--- src/memtest_pkg.sv ---
// shared types, sequencer states, APB register map and read pattern for the memory read-test engine
`default_nettype none

package memtest_pkg;

   // --------------------
   // memory side widths
   // --------------------
   typedef logic [12:0] row_t;        // row address
   typedef logic [9:0]  col_t;        // column address
   typedef logic [1:0]  bank_t;       // bank address
   typedef logic [24:0] mem_addr_t;   // {row, col, bank}
   typedef logic [9:0]  xfr_len_t;    // beats per burst
   typedef logic [31:0] beat_t;       // one read beat

   typedef logic [15:0] pass_cnt_t;   // completed passes, saturating

   // --------------------
   // APB side widths
   // --------------------
   typedef logic [3:0]  apb_addr_t;
   typedef logic [31:0] reg_t;

   // read request sequencer
   typedef enum logic [1:0] {
      st_idle       = 2'b00,
      st_wait_grant = 2'b01,   // request up, waiting for grant
      st_pre_xfr    = 2'b10,   // granted, waiting for first beat
      st_data_xfr   = 2'b11    // beats streaming
   } seq_state_t;

   // register offsets
   localparam apb_addr_t reg_ctrl_addr      = 4'h0;
   localparam apb_addr_t reg_status_addr    = 4'h4;
   localparam apb_addr_t reg_pass_addr      = 4'h8;
   localparam apb_addr_t reg_fault_row_addr = 4'hC;

   // expected content of every beat, byte 0 is the LSB
   localparam logic [7:0] pattern_byte0 = 8'h10;
   localparam logic [7:0] pattern_byte1 = 8'h86;
   localparam logic [7:0] pattern_byte2 = 8'hCB;
   localparam logic [7:0] pattern_byte3 = 8'hFD;

endpackage

`default_nettype wire

--- src/apb_regs.sv ---
// APB slave for the test engine: run control, status, pass count and fault-log pop
`timescale 1ns/1ps
`default_nettype none

module apb_regs (
   input  wire logic                   mem_clk90,
   input  wire logic                   mem_rst90,
   input  wire logic                   psel,
   input  wire logic                   penable,
   input  wire logic                   pwrite,
   input  wire memtest_pkg::apb_addr_t paddr,
   input  wire memtest_pkg::reg_t      pwdata,
   input  wire memtest_pkg::row_t      head_row,
   input  wire logic                   log_empty,
   input  wire logic                   log_full,
   input  wire logic                   overflow,
   input  wire memtest_pkg::pass_cnt_t pass_count,
   output memtest_pkg::reg_t           prdata,
   output logic                        pready,
   output logic                        pslverr,
   output logic                        run,
   output logic                        pop
);

   logic access;    // access phase of any transfer
   logic addr_ok;

   assign access = psel & penable;
   assign pready = 1'b1;   // zero wait states

   always_comb begin
      case (paddr)
         memtest_pkg::reg_ctrl_addr,
         memtest_pkg::reg_status_addr,
         memtest_pkg::reg_pass_addr,
         memtest_pkg::reg_fault_row_addr: addr_ok = 1'b1;
         default:                         addr_ok = 1'b0;
      endcase
   end

   assign pslverr = access & ~addr_ok;

   // a FAULT_ROW read consumes the head entry
   assign pop = access & ~pwrite & (paddr == memtest_pkg::reg_fault_row_addr) & ~log_empty;

   // --------------------
   // write side
   // --------------------
   always_ff @(posedge mem_clk90) begin
      if (mem_rst90) begin
         run <= 1'b0;
      end else if (access & pwrite & (paddr == memtest_pkg::reg_ctrl_addr)) begin
         run <= pwdata[0];
      end
      // STATUS, PASS and FAULT_ROW writes fall through, no error
   end

   // --------------------
   // read mux
   // --------------------
   always_comb begin
      prdata = '0;
      if (psel & ~pwrite) begin
         case (paddr)
            memtest_pkg::reg_ctrl_addr:   prdata = {31'd0, run};
            memtest_pkg::reg_status_addr: prdata = {29'd0, overflow, log_full, log_empty};
            memtest_pkg::reg_pass_addr:   prdata = memtest_pkg::reg_t'(pass_count);
            memtest_pkg::reg_fault_row_addr: begin
               if (!log_empty) begin
                  prdata = memtest_pkg::reg_t'(head_row);   // 0 when nothing logged
               end
            end
            default: prdata = '0;   // unmapped reads 0
         endcase
      end
   end

endmodule

`default_nettype wire

--- src/fault_log_fifo.sv ---
// circular buffer of failing row numbers with a sticky overflow flag, popped through the APB slave
`timescale 1ns/1ps
`default_nettype none

module fault_log_fifo #(
   parameter int unsigned FIFO_DEPTH = 16
) (
   input  wire logic                mem_clk90,
   input  wire logic                mem_rst90,
   input  wire logic                log_push,
   input  wire logic                pop,
   input  wire memtest_pkg::row_t   log_row,
   output memtest_pkg::row_t        head_row,
   output logic                     log_empty,
   output logic                     log_full,
   output logic                     overflow
);

   localparam int PTR_W = (FIFO_DEPTH > 1) ? $clog2(FIFO_DEPTH) : 1;
   localparam int CNT_W = $clog2(FIFO_DEPTH + 1);

   memtest_pkg::row_t mem [FIFO_DEPTH];
   logic [PTR_W-1:0]  wr_ptr;
   logic [PTR_W-1:0]  rd_ptr;
   logic [CNT_W-1:0]  count;   // occupancy
   logic              wr_ok;
   logic              rd_ok;

   assign log_empty = (count == '0);
   assign log_full  = (count == CNT_W'(FIFO_DEPTH));
   assign head_row  = mem[rd_ptr];

   assign wr_ok = log_push & ~log_full;   // push into a full log is dropped
   assign rd_ok = pop & ~log_empty;

   // storage
   always_ff @(posedge mem_clk90) begin
      if (wr_ok) begin
         mem[wr_ptr] <= log_row;
      end
   end

   // --------------------
   // pointers and count
   // --------------------
   always_ff @(posedge mem_clk90) begin
      if (mem_rst90) begin
         wr_ptr   <= '0;
         rd_ptr   <= '0;
         count    <= '0;
         overflow <= 1'b0;
      end else begin
         if (wr_ok) begin
            wr_ptr <= (wr_ptr == PTR_W'(FIFO_DEPTH - 1)) ? '0 : wr_ptr + 1'b1;
         end
         if (rd_ok) begin
            rd_ptr <= (rd_ptr == PTR_W'(FIFO_DEPTH - 1)) ? '0 : rd_ptr + 1'b1;
         end
         case ({wr_ok, rd_ok})
            2'b10:   count <= count + 1'b1;
            2'b01:   count <= count - 1'b1;
            default: count <= count;   // idle or push and pop together
         endcase
         if (log_push & log_full) begin
            overflow <= 1'b1;   // held until reset
         end
      end
   end

endmodule

`default_nettype wire

--- src/memtest_top.sv ---
// top level of the memory read-test engine, connects APB slave, sequencer, checker and fault log
`timescale 1ns/1ps
`default_nettype none

module memtest_top #(
   parameter int unsigned LAST_ROW   = 'h2FF,
   parameter int unsigned XFR_LEN    = 512,
   parameter int unsigned FIFO_DEPTH = 16
) (
   input  wire logic                   mem_clk90,
   input  wire logic                   mem_rst90,

   // APB slave
   input  wire logic                   psel,
   input  wire logic                   penable,
   input  wire logic                   pwrite,
   input  wire memtest_pkg::apb_addr_t paddr,
   input  wire memtest_pkg::reg_t      pwdata,
   output memtest_pkg::reg_t           prdata,
   output logic                        pready,
   output logic                        pslverr,

   // memory read port
   output logic                        rd_mem_req,
   output memtest_pkg::mem_addr_t      rd_mem_addr,
   output memtest_pkg::xfr_len_t       rd_xfr_len,
   input  wire logic                   rd_mem_grant,
   input  wire logic                   rd_data_valid,
   input  wire memtest_pkg::beat_t     rd_data
);

   // --------------------
   // internal links
   // --------------------
   logic                   run;
   logic                   pop;
   logic                   row_start;
   memtest_pkg::row_t      cur_row;
   logic                   log_push;
   memtest_pkg::row_t      log_row;
   memtest_pkg::row_t      head_row;
   logic                   log_empty;
   logic                   log_full;
   logic                   overflow;
   memtest_pkg::pass_cnt_t pass_count;

   apb_regs u_apb_regs (
      .mem_clk90  (mem_clk90),
      .mem_rst90  (mem_rst90),
      .psel       (psel),
      .penable    (penable),
      .pwrite     (pwrite),
      .paddr      (paddr),
      .pwdata     (pwdata),
      .head_row   (head_row),
      .log_empty  (log_empty),
      .log_full   (log_full),
      .overflow   (overflow),
      .pass_count (pass_count),
      .prdata     (prdata),
      .pready     (pready),
      .pslverr    (pslverr),
      .run        (run),
      .pop        (pop)
   );

   row_sequencer #(
      .LAST_ROW (LAST_ROW),
      .XFR_LEN  (XFR_LEN)
   ) u_row_sequencer (
      .mem_clk90     (mem_clk90),
      .mem_rst90     (mem_rst90),
      .run           (run),
      .rd_mem_grant  (rd_mem_grant),
      .rd_data_valid (rd_data_valid),
      .rd_mem_req    (rd_mem_req),
      .row_start     (row_start),
      .rd_mem_addr   (rd_mem_addr),
      .rd_xfr_len    (rd_xfr_len),
      .cur_row       (cur_row),
      .pass_count    (pass_count)
   );

   pattern_checker u_pattern_checker (
      .mem_clk90     (mem_clk90),
      .mem_rst90     (mem_rst90),
      .row_start     (row_start),
      .rd_data_valid (rd_data_valid),
      .rd_data       (rd_data),
      .cur_row       (cur_row),
      .log_push      (log_push),
      .log_row       (log_row)
   );

   fault_log_fifo #(
      .FIFO_DEPTH (FIFO_DEPTH)
   ) u_fault_log_fifo (
      .mem_clk90 (mem_clk90),
      .mem_rst90 (mem_rst90),
      .log_push  (log_push),
      .pop       (pop),
      .log_row   (log_row),
      .head_row  (head_row),
      .log_empty (log_empty),
      .log_full  (log_full),
      .overflow  (overflow)
   );

endmodule

`default_nettype wire

--- src/pattern_checker.sv ---
// compares each returned beat with the fixed pattern and requests one fault-log entry per bad row
`timescale 1ns/1ps
`default_nettype none

module pattern_checker (
   input  wire logic                mem_clk90,
   input  wire logic                mem_rst90,
   input  wire logic                row_start,
   input  wire logic                rd_data_valid,
   input  wire memtest_pkg::beat_t  rd_data,
   input  wire memtest_pkg::row_t   cur_row,
   output logic                     log_push,
   output memtest_pkg::row_t        log_row
);

   logic [3:0] byte_bad;     // per-byte compare result
   logic       mismatch;
   logic       row_failed;   // sticky until the next row starts
   logic       first_fail;

   // byte by byte against the pattern
   always_comb begin
      byte_bad[0] = (rd_data[7:0]   != memtest_pkg::pattern_byte0);
      byte_bad[1] = (rd_data[15:8]  != memtest_pkg::pattern_byte1);
      byte_bad[2] = (rd_data[23:16] != memtest_pkg::pattern_byte2);
      byte_bad[3] = (rd_data[31:24] != memtest_pkg::pattern_byte3);
   end

   assign mismatch   = rd_data_valid & (|byte_bad);
   assign first_fail = mismatch & ~row_failed;

   // --------------------
   // one push per row
   // --------------------
   always_ff @(posedge mem_clk90) begin
      if (mem_rst90) begin
         row_failed <= 1'b0;
         log_push   <= 1'b0;
      end else begin
         log_push <= first_fail;   // lands one cycle after the bad beat
         if (row_start) begin
            row_failed <= 1'b0;
         end else if (mismatch) begin
            row_failed <= 1'b1;
         end
      end
   end

   // row number travels with the push
   always_ff @(posedge mem_clk90) begin
      if (first_fail) begin
         log_row <= cur_row;
      end
   end

endmodule

`default_nettype wire

--- src/row_sequencer.sv ---
// walks rows 0..LAST_ROW, requests one read burst per row, tracks it to its end and counts passes
`timescale 1ns/1ps
`default_nettype none

module row_sequencer #(
   parameter int unsigned LAST_ROW = 'h2FF,
   parameter int unsigned XFR_LEN  = 512
) (
   input  wire logic                mem_clk90,
   input  wire logic                mem_rst90,
   input  wire logic                run,
   input  wire logic                rd_mem_grant,
   input  wire logic                rd_data_valid,
   output logic                     rd_mem_req,
   output logic                     row_start,
   output memtest_pkg::mem_addr_t   rd_mem_addr,
   output memtest_pkg::xfr_len_t    rd_xfr_len,
   output memtest_pkg::row_t        cur_row,
   output memtest_pkg::pass_cnt_t   pass_count
);

   memtest_pkg::seq_state_t state;
   memtest_pkg::row_t       next_row;     // row of the next request
   logic                    run_1d;
   logic                    xfr_done;     // pulse, one cycle after valid falls
   logic                    go;
   logic                    burst_end;

   // start on the run edge, or keep going after each burst while run stays set
   assign go = (run & ~run_1d) | (xfr_done & run);

   assign burst_end = (state == memtest_pkg::st_data_xfr) & ~rd_data_valid;

   // column and bank fixed at 0, one full row per burst
   assign rd_mem_addr = {cur_row, memtest_pkg::col_t'(0), memtest_pkg::bank_t'(0)};
   assign rd_xfr_len  = memtest_pkg::xfr_len_t'(XFR_LEN);

   // --------------------
   // request FSM
   // --------------------
   always_ff @(posedge mem_clk90) begin
      if (mem_rst90) begin
         state      <= memtest_pkg::st_idle;
         rd_mem_req <= 1'b0;
         row_start  <= 1'b0;
         xfr_done   <= 1'b0;
         run_1d     <= 1'b0;
         cur_row    <= '0;
      end else begin
         run_1d    <= run;
         row_start <= 1'b0;   // single-cycle pulses by default
         xfr_done  <= 1'b0;
         case (state)
            memtest_pkg::st_idle: begin
               if (go) begin
                  state      <= memtest_pkg::st_wait_grant;
                  rd_mem_req <= 1'b1;
                  row_start  <= 1'b1;
                  cur_row    <= next_row;
               end
            end
            memtest_pkg::st_wait_grant: begin
               // no timeout, a stalled grant just holds the request
               if (rd_mem_grant) begin
                  state      <= memtest_pkg::st_pre_xfr;
                  rd_mem_req <= 1'b0;
               end
            end
            memtest_pkg::st_pre_xfr: begin
               if (rd_data_valid) begin
                  state <= memtest_pkg::st_data_xfr;
               end
            end
            memtest_pkg::st_data_xfr: begin
               if (burst_end) begin   // first gap closes the burst
                  state    <= memtest_pkg::st_idle;
                  xfr_done <= 1'b1;
               end
            end
            default: state <= memtest_pkg::st_idle;
         endcase
      end
   end

   // --------------------
   // row and pass counters
   // --------------------
   always_ff @(posedge mem_clk90) begin
      if (mem_rst90) begin
         next_row   <= '0;
         pass_count <= '0;
      end else if (burst_end) begin
         if (cur_row == memtest_pkg::row_t'(LAST_ROW)) begin
            next_row <= '0;   // wrap, one pass done
            if (pass_count != '1) begin
               pass_count <= pass_count + 1'b1;
            end
         end else begin
            next_row <= cur_row + 1'b1;
         end
      end
   end

endmodule

`default_nettype wire

--- config.mk ---
export PLATFORM = sky130hd
export DESIGN_NAME = memtest_top
export DESIGN_NICKNAME = d
export VERILOG_FILES = /design/src/memtest_pkg.sv /design/src/apb_regs.sv /design/src/fault_log_fifo.sv /design/src/memtest_top.sv /design/src/pattern_checker.sv /design/src/row_sequencer.sv
export SDC_FILE = /design/constraint.sdc
export NUM_CORES = 1
export LEC_CHECK = 0
export BUFFER_PORTS_ARGS = -buffer_cell sky130_fd_sc_hd__clkbuf_2
export CORE_UTILIZATION = 50
export CTS_BUF_LIST = sky130_fd_sc_hd__clkbuf_4
export CTS_CLUSTER_SIZE = 20
export DETAILED_ROUTE_END_ITERATION = 8
export PLACE_DENSITY = 0.69
export RECOVER_POWER = 25
export SKIP_LAST_GASP = 1
export SLEW_MARGIN = 5
export SYNTH_ARGS = -nofsm -noshare
export SYNTH_HDL_FRONTEND = slang
export SYNTH_SLANG_ARGS = --single-unit
--- constraint.sdc ---
create_clock -name mem_clk90 -period 3.5 [get_ports mem_clk90]
set_input_delay 0.175 -clock mem_clk90 [delete_from_list [all_inputs] [get_ports mem_clk90]]
set_output_delay 0.175 -clock mem_clk90 [all_outputs]
set_load 0.03 [all_outputs]
# --- Yosys cells after proc, flatten, opt, wreduce, memory -nomap -nowiden ---
# Memories as Yosys holds them, arrays and structs flattened. A register that Yosys moved wholly into a read port is not among the register bits.
# Index checks and enable logic that the tools add are counted.
word_totals:
  output_inout_bits: 70
  word_cells: 106
  mem_count: 1
  ff_bits: 78
  mem_bits_rw: 208
op_classes:
  n_reduce_logical: 14
  mux: 22
  add_sub_neg: 6
  n_eq_ne: 21
  bitwise_logic: 26
memory_table:
  columns: ["memory", "words", "width", "read_ports", "rd_clocked_by_memory_dff", "write_ports", "line", "text"]
  rows:
  - ["u_fault_log_fifo.mem", 16, 13, 1, 1, 1, "fault_log_fifo.sv:22", "memtest_pkg::row_t mem [FIFO_DEPTH];"]
op_table:
  columns: ["operator", "count"]
  rows:
  - ["$pmux W32 S4", 1]
  - ["$mux W32", 1]
  - ["$mux W13", 2]
  - ["$ne A8 B8 Y1 const B", 3]
  - ["$add A16 B1 Y16 const B", 1]
  - ["$and A1 B1 Y1", 16]
  - ["$eq A4 B4 Y1 const B", 4]
  - ["$mux W4", 4]
  - ["$ne A16 B16 Y1 const B", 1]
  - ["$add A13 B1 Y13 const B", 1]
  - ["$eq A13 B10 Y1 const B", 1]
  - ["$pmux W5 S2", 1]
  - ["$not A1 Y1", 9]
  - ["$add A4 B1 Y4 const B", 2]
  - ["$mux W2", 4]
  - ["$ne A8 B5 Y1 const B", 1]
  - ["$pmux W2 S4", 1]
  - ["$reduce_or A4 Y1", 2]
  - ["$mux W1", 7]
  - ["$eq A2 B2 Y1 const B", 3]
  - ["$reduce_and A3 Y1", 2]
  - ["$reduce_or A2 Y1", 3]
  - ["$add A5 B1 Y5 const B", 1]
  - ["$eq A5 B5 Y1 const B", 1]
  - ["other kinds (13)", 17]

# --- Longest topological paths before layout ---
logic_depth:
  word_depth: 7
  depth_mapped: 13

# --- Cells and area by module ---
# From an unflattened synthesis, not the netlist that was laid out.
unflattened:
  hier_cells: 801
  hier_area_um2: 12462.0
by_module_without_submodules:
  columns: ["mod", "seq_area_each_um2", "cells_each", "area_each_um2", "n_inst"]
  rows:
  - ["fault_log_fifo", 6606.3, 409, 8872.3, 1]
  - ["row_sequencer", 960.9, 286, 2488.6, 1]
  - ["pattern_checker", 430.4, 32, 574.3, 1]
  - ["apb_regs", 20.0, 74, 526.8, 1]

# --- Worst setup path before layout ---
# OpenSTA, ideal clock, no wires.
synth_path:
  path_type: "register to register"
  start: "register u_fault_log_fifo.count[1]"
  end: "register u_fault_log_fifo.count[4]"
  n_path_buf: 3
  setup_slack_ns: 0.414
  setup_time_ns: 0.121
  t_arrival_ns: 2.965
  required_ns: 3.379
  path_stages_with_launch: 14
  cell_sequence: "dfxtp_1 > buf_6 > or4_4 > buf_6 > o2111ai_4 > inv_1 > ha_1 > buf_2 > xor2_1 > ha_1 > or3b_2 > a21oi_1 > o21ai_0 > mux2_2"
synth_via:
  elab_chain_cells: 6
  word_cells_on_any_way: 13
  cone_classes: "add/sub: 2; eq/ne: 3; mux: 1; bitwise: 5; reduce/logical: 2"
synth_lines:
  columns: ["item", "line", "text"]
  rows:
  - ["start, declared", "fault_log_fifo.sv:25", "logic [CNT_W-1:0] count;"]
  - ["start signal, assigned", "fault_log_fifo.sv:60", "2'b10: count <= count + 1'b1;"]
  - ["start signal, assigned", "fault_log_fifo.sv:61", "2'b01: count <= count - 1'b1;"]
  - ["start signal, assigned", "fault_log_fifo.sv:62", "default: count <= count;"]
  - ["$logic_not A5 Y1", "fault_log_fifo.sv:29", "assign log_empty = (count == '0);"]
  - ["$not A1 Y1", "apb_regs.sv:44, fault_log_fifo.sv:34", null]
  - ["$and A1 B1 Y1", "apb_regs.sv:44", "assign pop = access & ~pwrite & (paddr == memtest_pkg::reg_fault_row_addr) & ~log_empty;"]
  - ["$and A1 B1 Y1", "fault_log_fifo.sv:34", "assign rd_ok = pop & ~log_empty;"]
  - ["$eq A2 B1 Y1 / $eq A2 B2 Y1 (equally long branches)", "fault_log_fifo.sv:59", "case ({wr_ok, rd_ok})"]
  - ["$pmux W5 S2 / $reduce_bool A2 Y1 (equally long branches)", null, null]
# Several ways; a longest one is shown, not always the timed one.
# A chain may end at the register's enable or synchronous reset.

==> qor.yml <==
outcome:
  status: "completed"
hold_path:
  min_path_type: "in -> reg"
  hold_path_end: "u_pattern_checker.row_failed$_SDFFE_PP0N_"
  hold_start: "rd_data[24]"
  hold_depth: 4
cells_and_area:
  final_cell_mix: "edfxtp_1 (221), clkbuf_4 (115), clkbuf_2 (73)"
  layout_commonest_cell: "edfxtp_1"
  drive_gt1_share_pct: 27.8
  fin_nets: 1065
  fin_area_mm2: 0.0142
  final_cells: 1355
  area_growth_pct: 12.9
detailed_routing:
  wl_per_cell_um: 18.7
  drc: 0
  drt_iter0_drc: 500
  vias_per_cell: 5.56
  drt-pass1-iter-count: 7
  routed_wl_um: 25400
  drtAntennaViolNets: 0
  vias: 7530
setup_path:
  cp.required_ns: 3.32
  cp_slowest_cell: "dfxtp_2"
  crit_arrival_ns: 2.97
  rr_endpoint: "u_fault_log_fifo.count[4]$_SDFFE_PP0P_"
  r2r_cells: 10
  end_kind: "output port"
  timing.rr.start: "u_fault_log_fifo.count[0]$_SDFFE_PP0P_"
  worstSetupPathType: "reg -> out"
  r2r_slack_ns: 0.41
  cp_max_fo: 34
  startpoint_type: "flop"
  critPathMaxStageDelay_ns: 0.92
  critPathTopFamily: "flip-flops"
  cp.buffers_inverters: 2
  crit_chain: "buf_4, mux4_2, mux2i_1, nor2_1, a211o_1, clkbuf_2"
place:
  hpwlAfterDp_um: 16100
  finalWeightedCongestion: 0.841
  dp_slack_ns: 0.435
  io_buffers: 74
  place_area_mm2: 0.0132
  place_inst: 1216
clocking:
  cts_made_buffers: 76
  cts_setup_buffers: 0
  cts_tree: "built"
  root_buffer: "clkbuf_4"
  cts_sinks: 290
  htreeDepth: 3
  path_clk_slew_ns: 0.07
  clk_path_buf_depth: 3
  clock_latency_ns: 0.66
sta:
  worst_pin_slew_ns: 1.15
  period_share_pct: 89.8
  relSlewSlack_pct: 22.8
  slew_violations: 0
  fin_crit_ns: 3.14
  rsz0062_at_grt: "no"
  timing_hold_violations_final: 0
  clock_skew_ns: 0.0416
  tns_ns: 0
  timing.final.ws_setup_ns: 0.357
  finalHoldWorstSlack_ns: 0.0523
  max_freq_ghz: 0.318
  finalSetupViolations: 0
grt:
  grt_max_degree: 35
  grt_pass1_vias: 7327
  antenna_found_initial: 1
  track_usage_pct: 20.4
  overflow: 0
  grt_pass1_wl_um: 40000
die:
  die_area_mm2: 0.0258
  die_y_um: 161
  io_pins: 145
  core_area_mm2: 0.0245
  placementRows: 57
  die_x_um: 161
  initial_core_util_pct: 51.3
power:
  p_int_uw: 5360
  peakVddDrop_uv: 242
  power.clock.fraction_pct: 41.7
  pwr-share-seq_pct: 55.0
  p_comb_share_pct: 3.2
  p_sw_uw: 1470
  cellLeakagePower_uw: 0.00509
  switching_share_pct: 21.5
  p_per_area_mw_per_mm2: 480
synthesis:
  ys_async_sr_fraction_pct: 0
  synth.avg_cell_area_um2: 15.1
  synth-seq-cells: 290
  synth-main-ff-cell: "edfxtp_1"
  synth_edf_count: 221
  syn_area_mm2: 0.0126
  synth_warnings: 0
  ys_seq_area_share_pct: 63.7
  syn_inst: 835
  synth_cell_type_count: 73
job:
  cap_violations: 0
worst max path at each step:
stage                     depth (start not counted)                                     end  slack (ns)
after floorplan                                  13  u_fault_log_fifo.count[4]$_SDFFE_PP0P_        0.41
after global placement                           10  u_fault_log_fifo.count[4]$_SDFFE_PP0P_        0.46
after detailed placement                         10  u_fault_log_fifo.count[4]$_SDFFE_PP0P_        0.44
after CTS                                         6                               prdata[7]        0.27
after global routing                              5                               prdata[6]        0.18
final                                             6                               prdata[7]        0.36
Yosys cell counts (all sizes together), types with 9 or more instances:
cell type    n  share of area [%]
buf         62                3.7
nor2b        9               0.45
edfxtp     221                 53
o21ai       12               0.48
clkbuf      19               0.57
a21oi       34                1.4
nand4       14               0.81
mux2i       40                3.2
nand3       24               0.95
inv         20               0.60
nor4         9               0.50
mux4        55                 10
dfxtp       69                 11
nand2       26               0.78
xor2        10               0.70
ha          15                1.5
nor2        72                2.1
a211o       10               0.70
per-layer routing:
metal  global-route usage [%]  wire length [um]  up-vias
met5                        0                 0        -
met4                     6.93               478        0
met3                     4.05              1360       43
met2                     33.0             12200      227
met1                     27.6             11300     3747
li1                         -                 -     3513
worst register-to-register path, cell delays in order (launching register included):
cell and delay [ns]:
dfxtp_1 0.37, or4_4 0.63, o2111ai_4 0.30, inv_1 0.11
ha_1 0.22, xor2_1 0.15, ha_1 0.24, or3b_2 0.45
a21oi_1 0.12, o21ai_0 0.10, mux2_2 0.27
power by group through the flow:
stage / Clock (uW) / Combinational (uW) / Sequential [uW]
2_1_floorplan: 0 / 192 / 3820
3_3_place_gp: 0 / 214 / 3830
3_5_place_dp: 0 / 217 / 3830
4_1_cts: 2920 / 222 / 3760
5_1_grt: 3110 / 244 / 3760
6_report: 2850 / 222 / 3760
cells by family after synthesis:
kind of cell	share of synthesized area [%]
fa+ha+maj	1.49
simple gates	9.40
xor+xnor	0.835
flops	63.7
mux	13.8
other cells	0.0597
buf+inv	4.90
compound gates	5.83
timing repair:
| item | 4_1_cts | 5_1_grt |
|---|---|---|
| hold buffers | 5 | 0 |
| gates resized for setup | 0 | 0 |
| endpoints found under the hold margin | 5 | 0 |
state kept, by name (all words and copies together) (netlist names), 2 cells and up, named ones only:
signal                      count
u_fault_log_fifo.count          5
u_fault_log_fifo.mem          208
u_fault_log_fifo.rd_ptr         4
u_fault_log_fifo.wr_ptr         4
u_pattern_checker.log_row      13
u_row_sequencer.cur_row        13
u_row_sequencer.next_row       13
u_row_sequencer.pass_count     16
u_row_sequencer.state           2
area by class of cell:
type / count / area [um2]
Fill cell: 1965 / 10300
Sequential cell: 290 / 8020
Multi-Input combinational cell: 481 / 4110
Clock buffer: 115 / 863
Timing Repair Buffer: 106 / 634
Tap cell: 324 / 405
Clock inverter: 18 / 96.3
Inverter: 20 / 75.1
Antenna cell: 1 / 2.50
metrics by stage:
step                      util (%)  power (uW)
after global routing          57.9        7120
after CTS                     57.9        6900
final                         57.9        6820
after global placement        53.8        4040
after detailed placement      53.8        4050
after floorplan                  -        4010
Note: power is estimated with default switching activity, not from simulation.
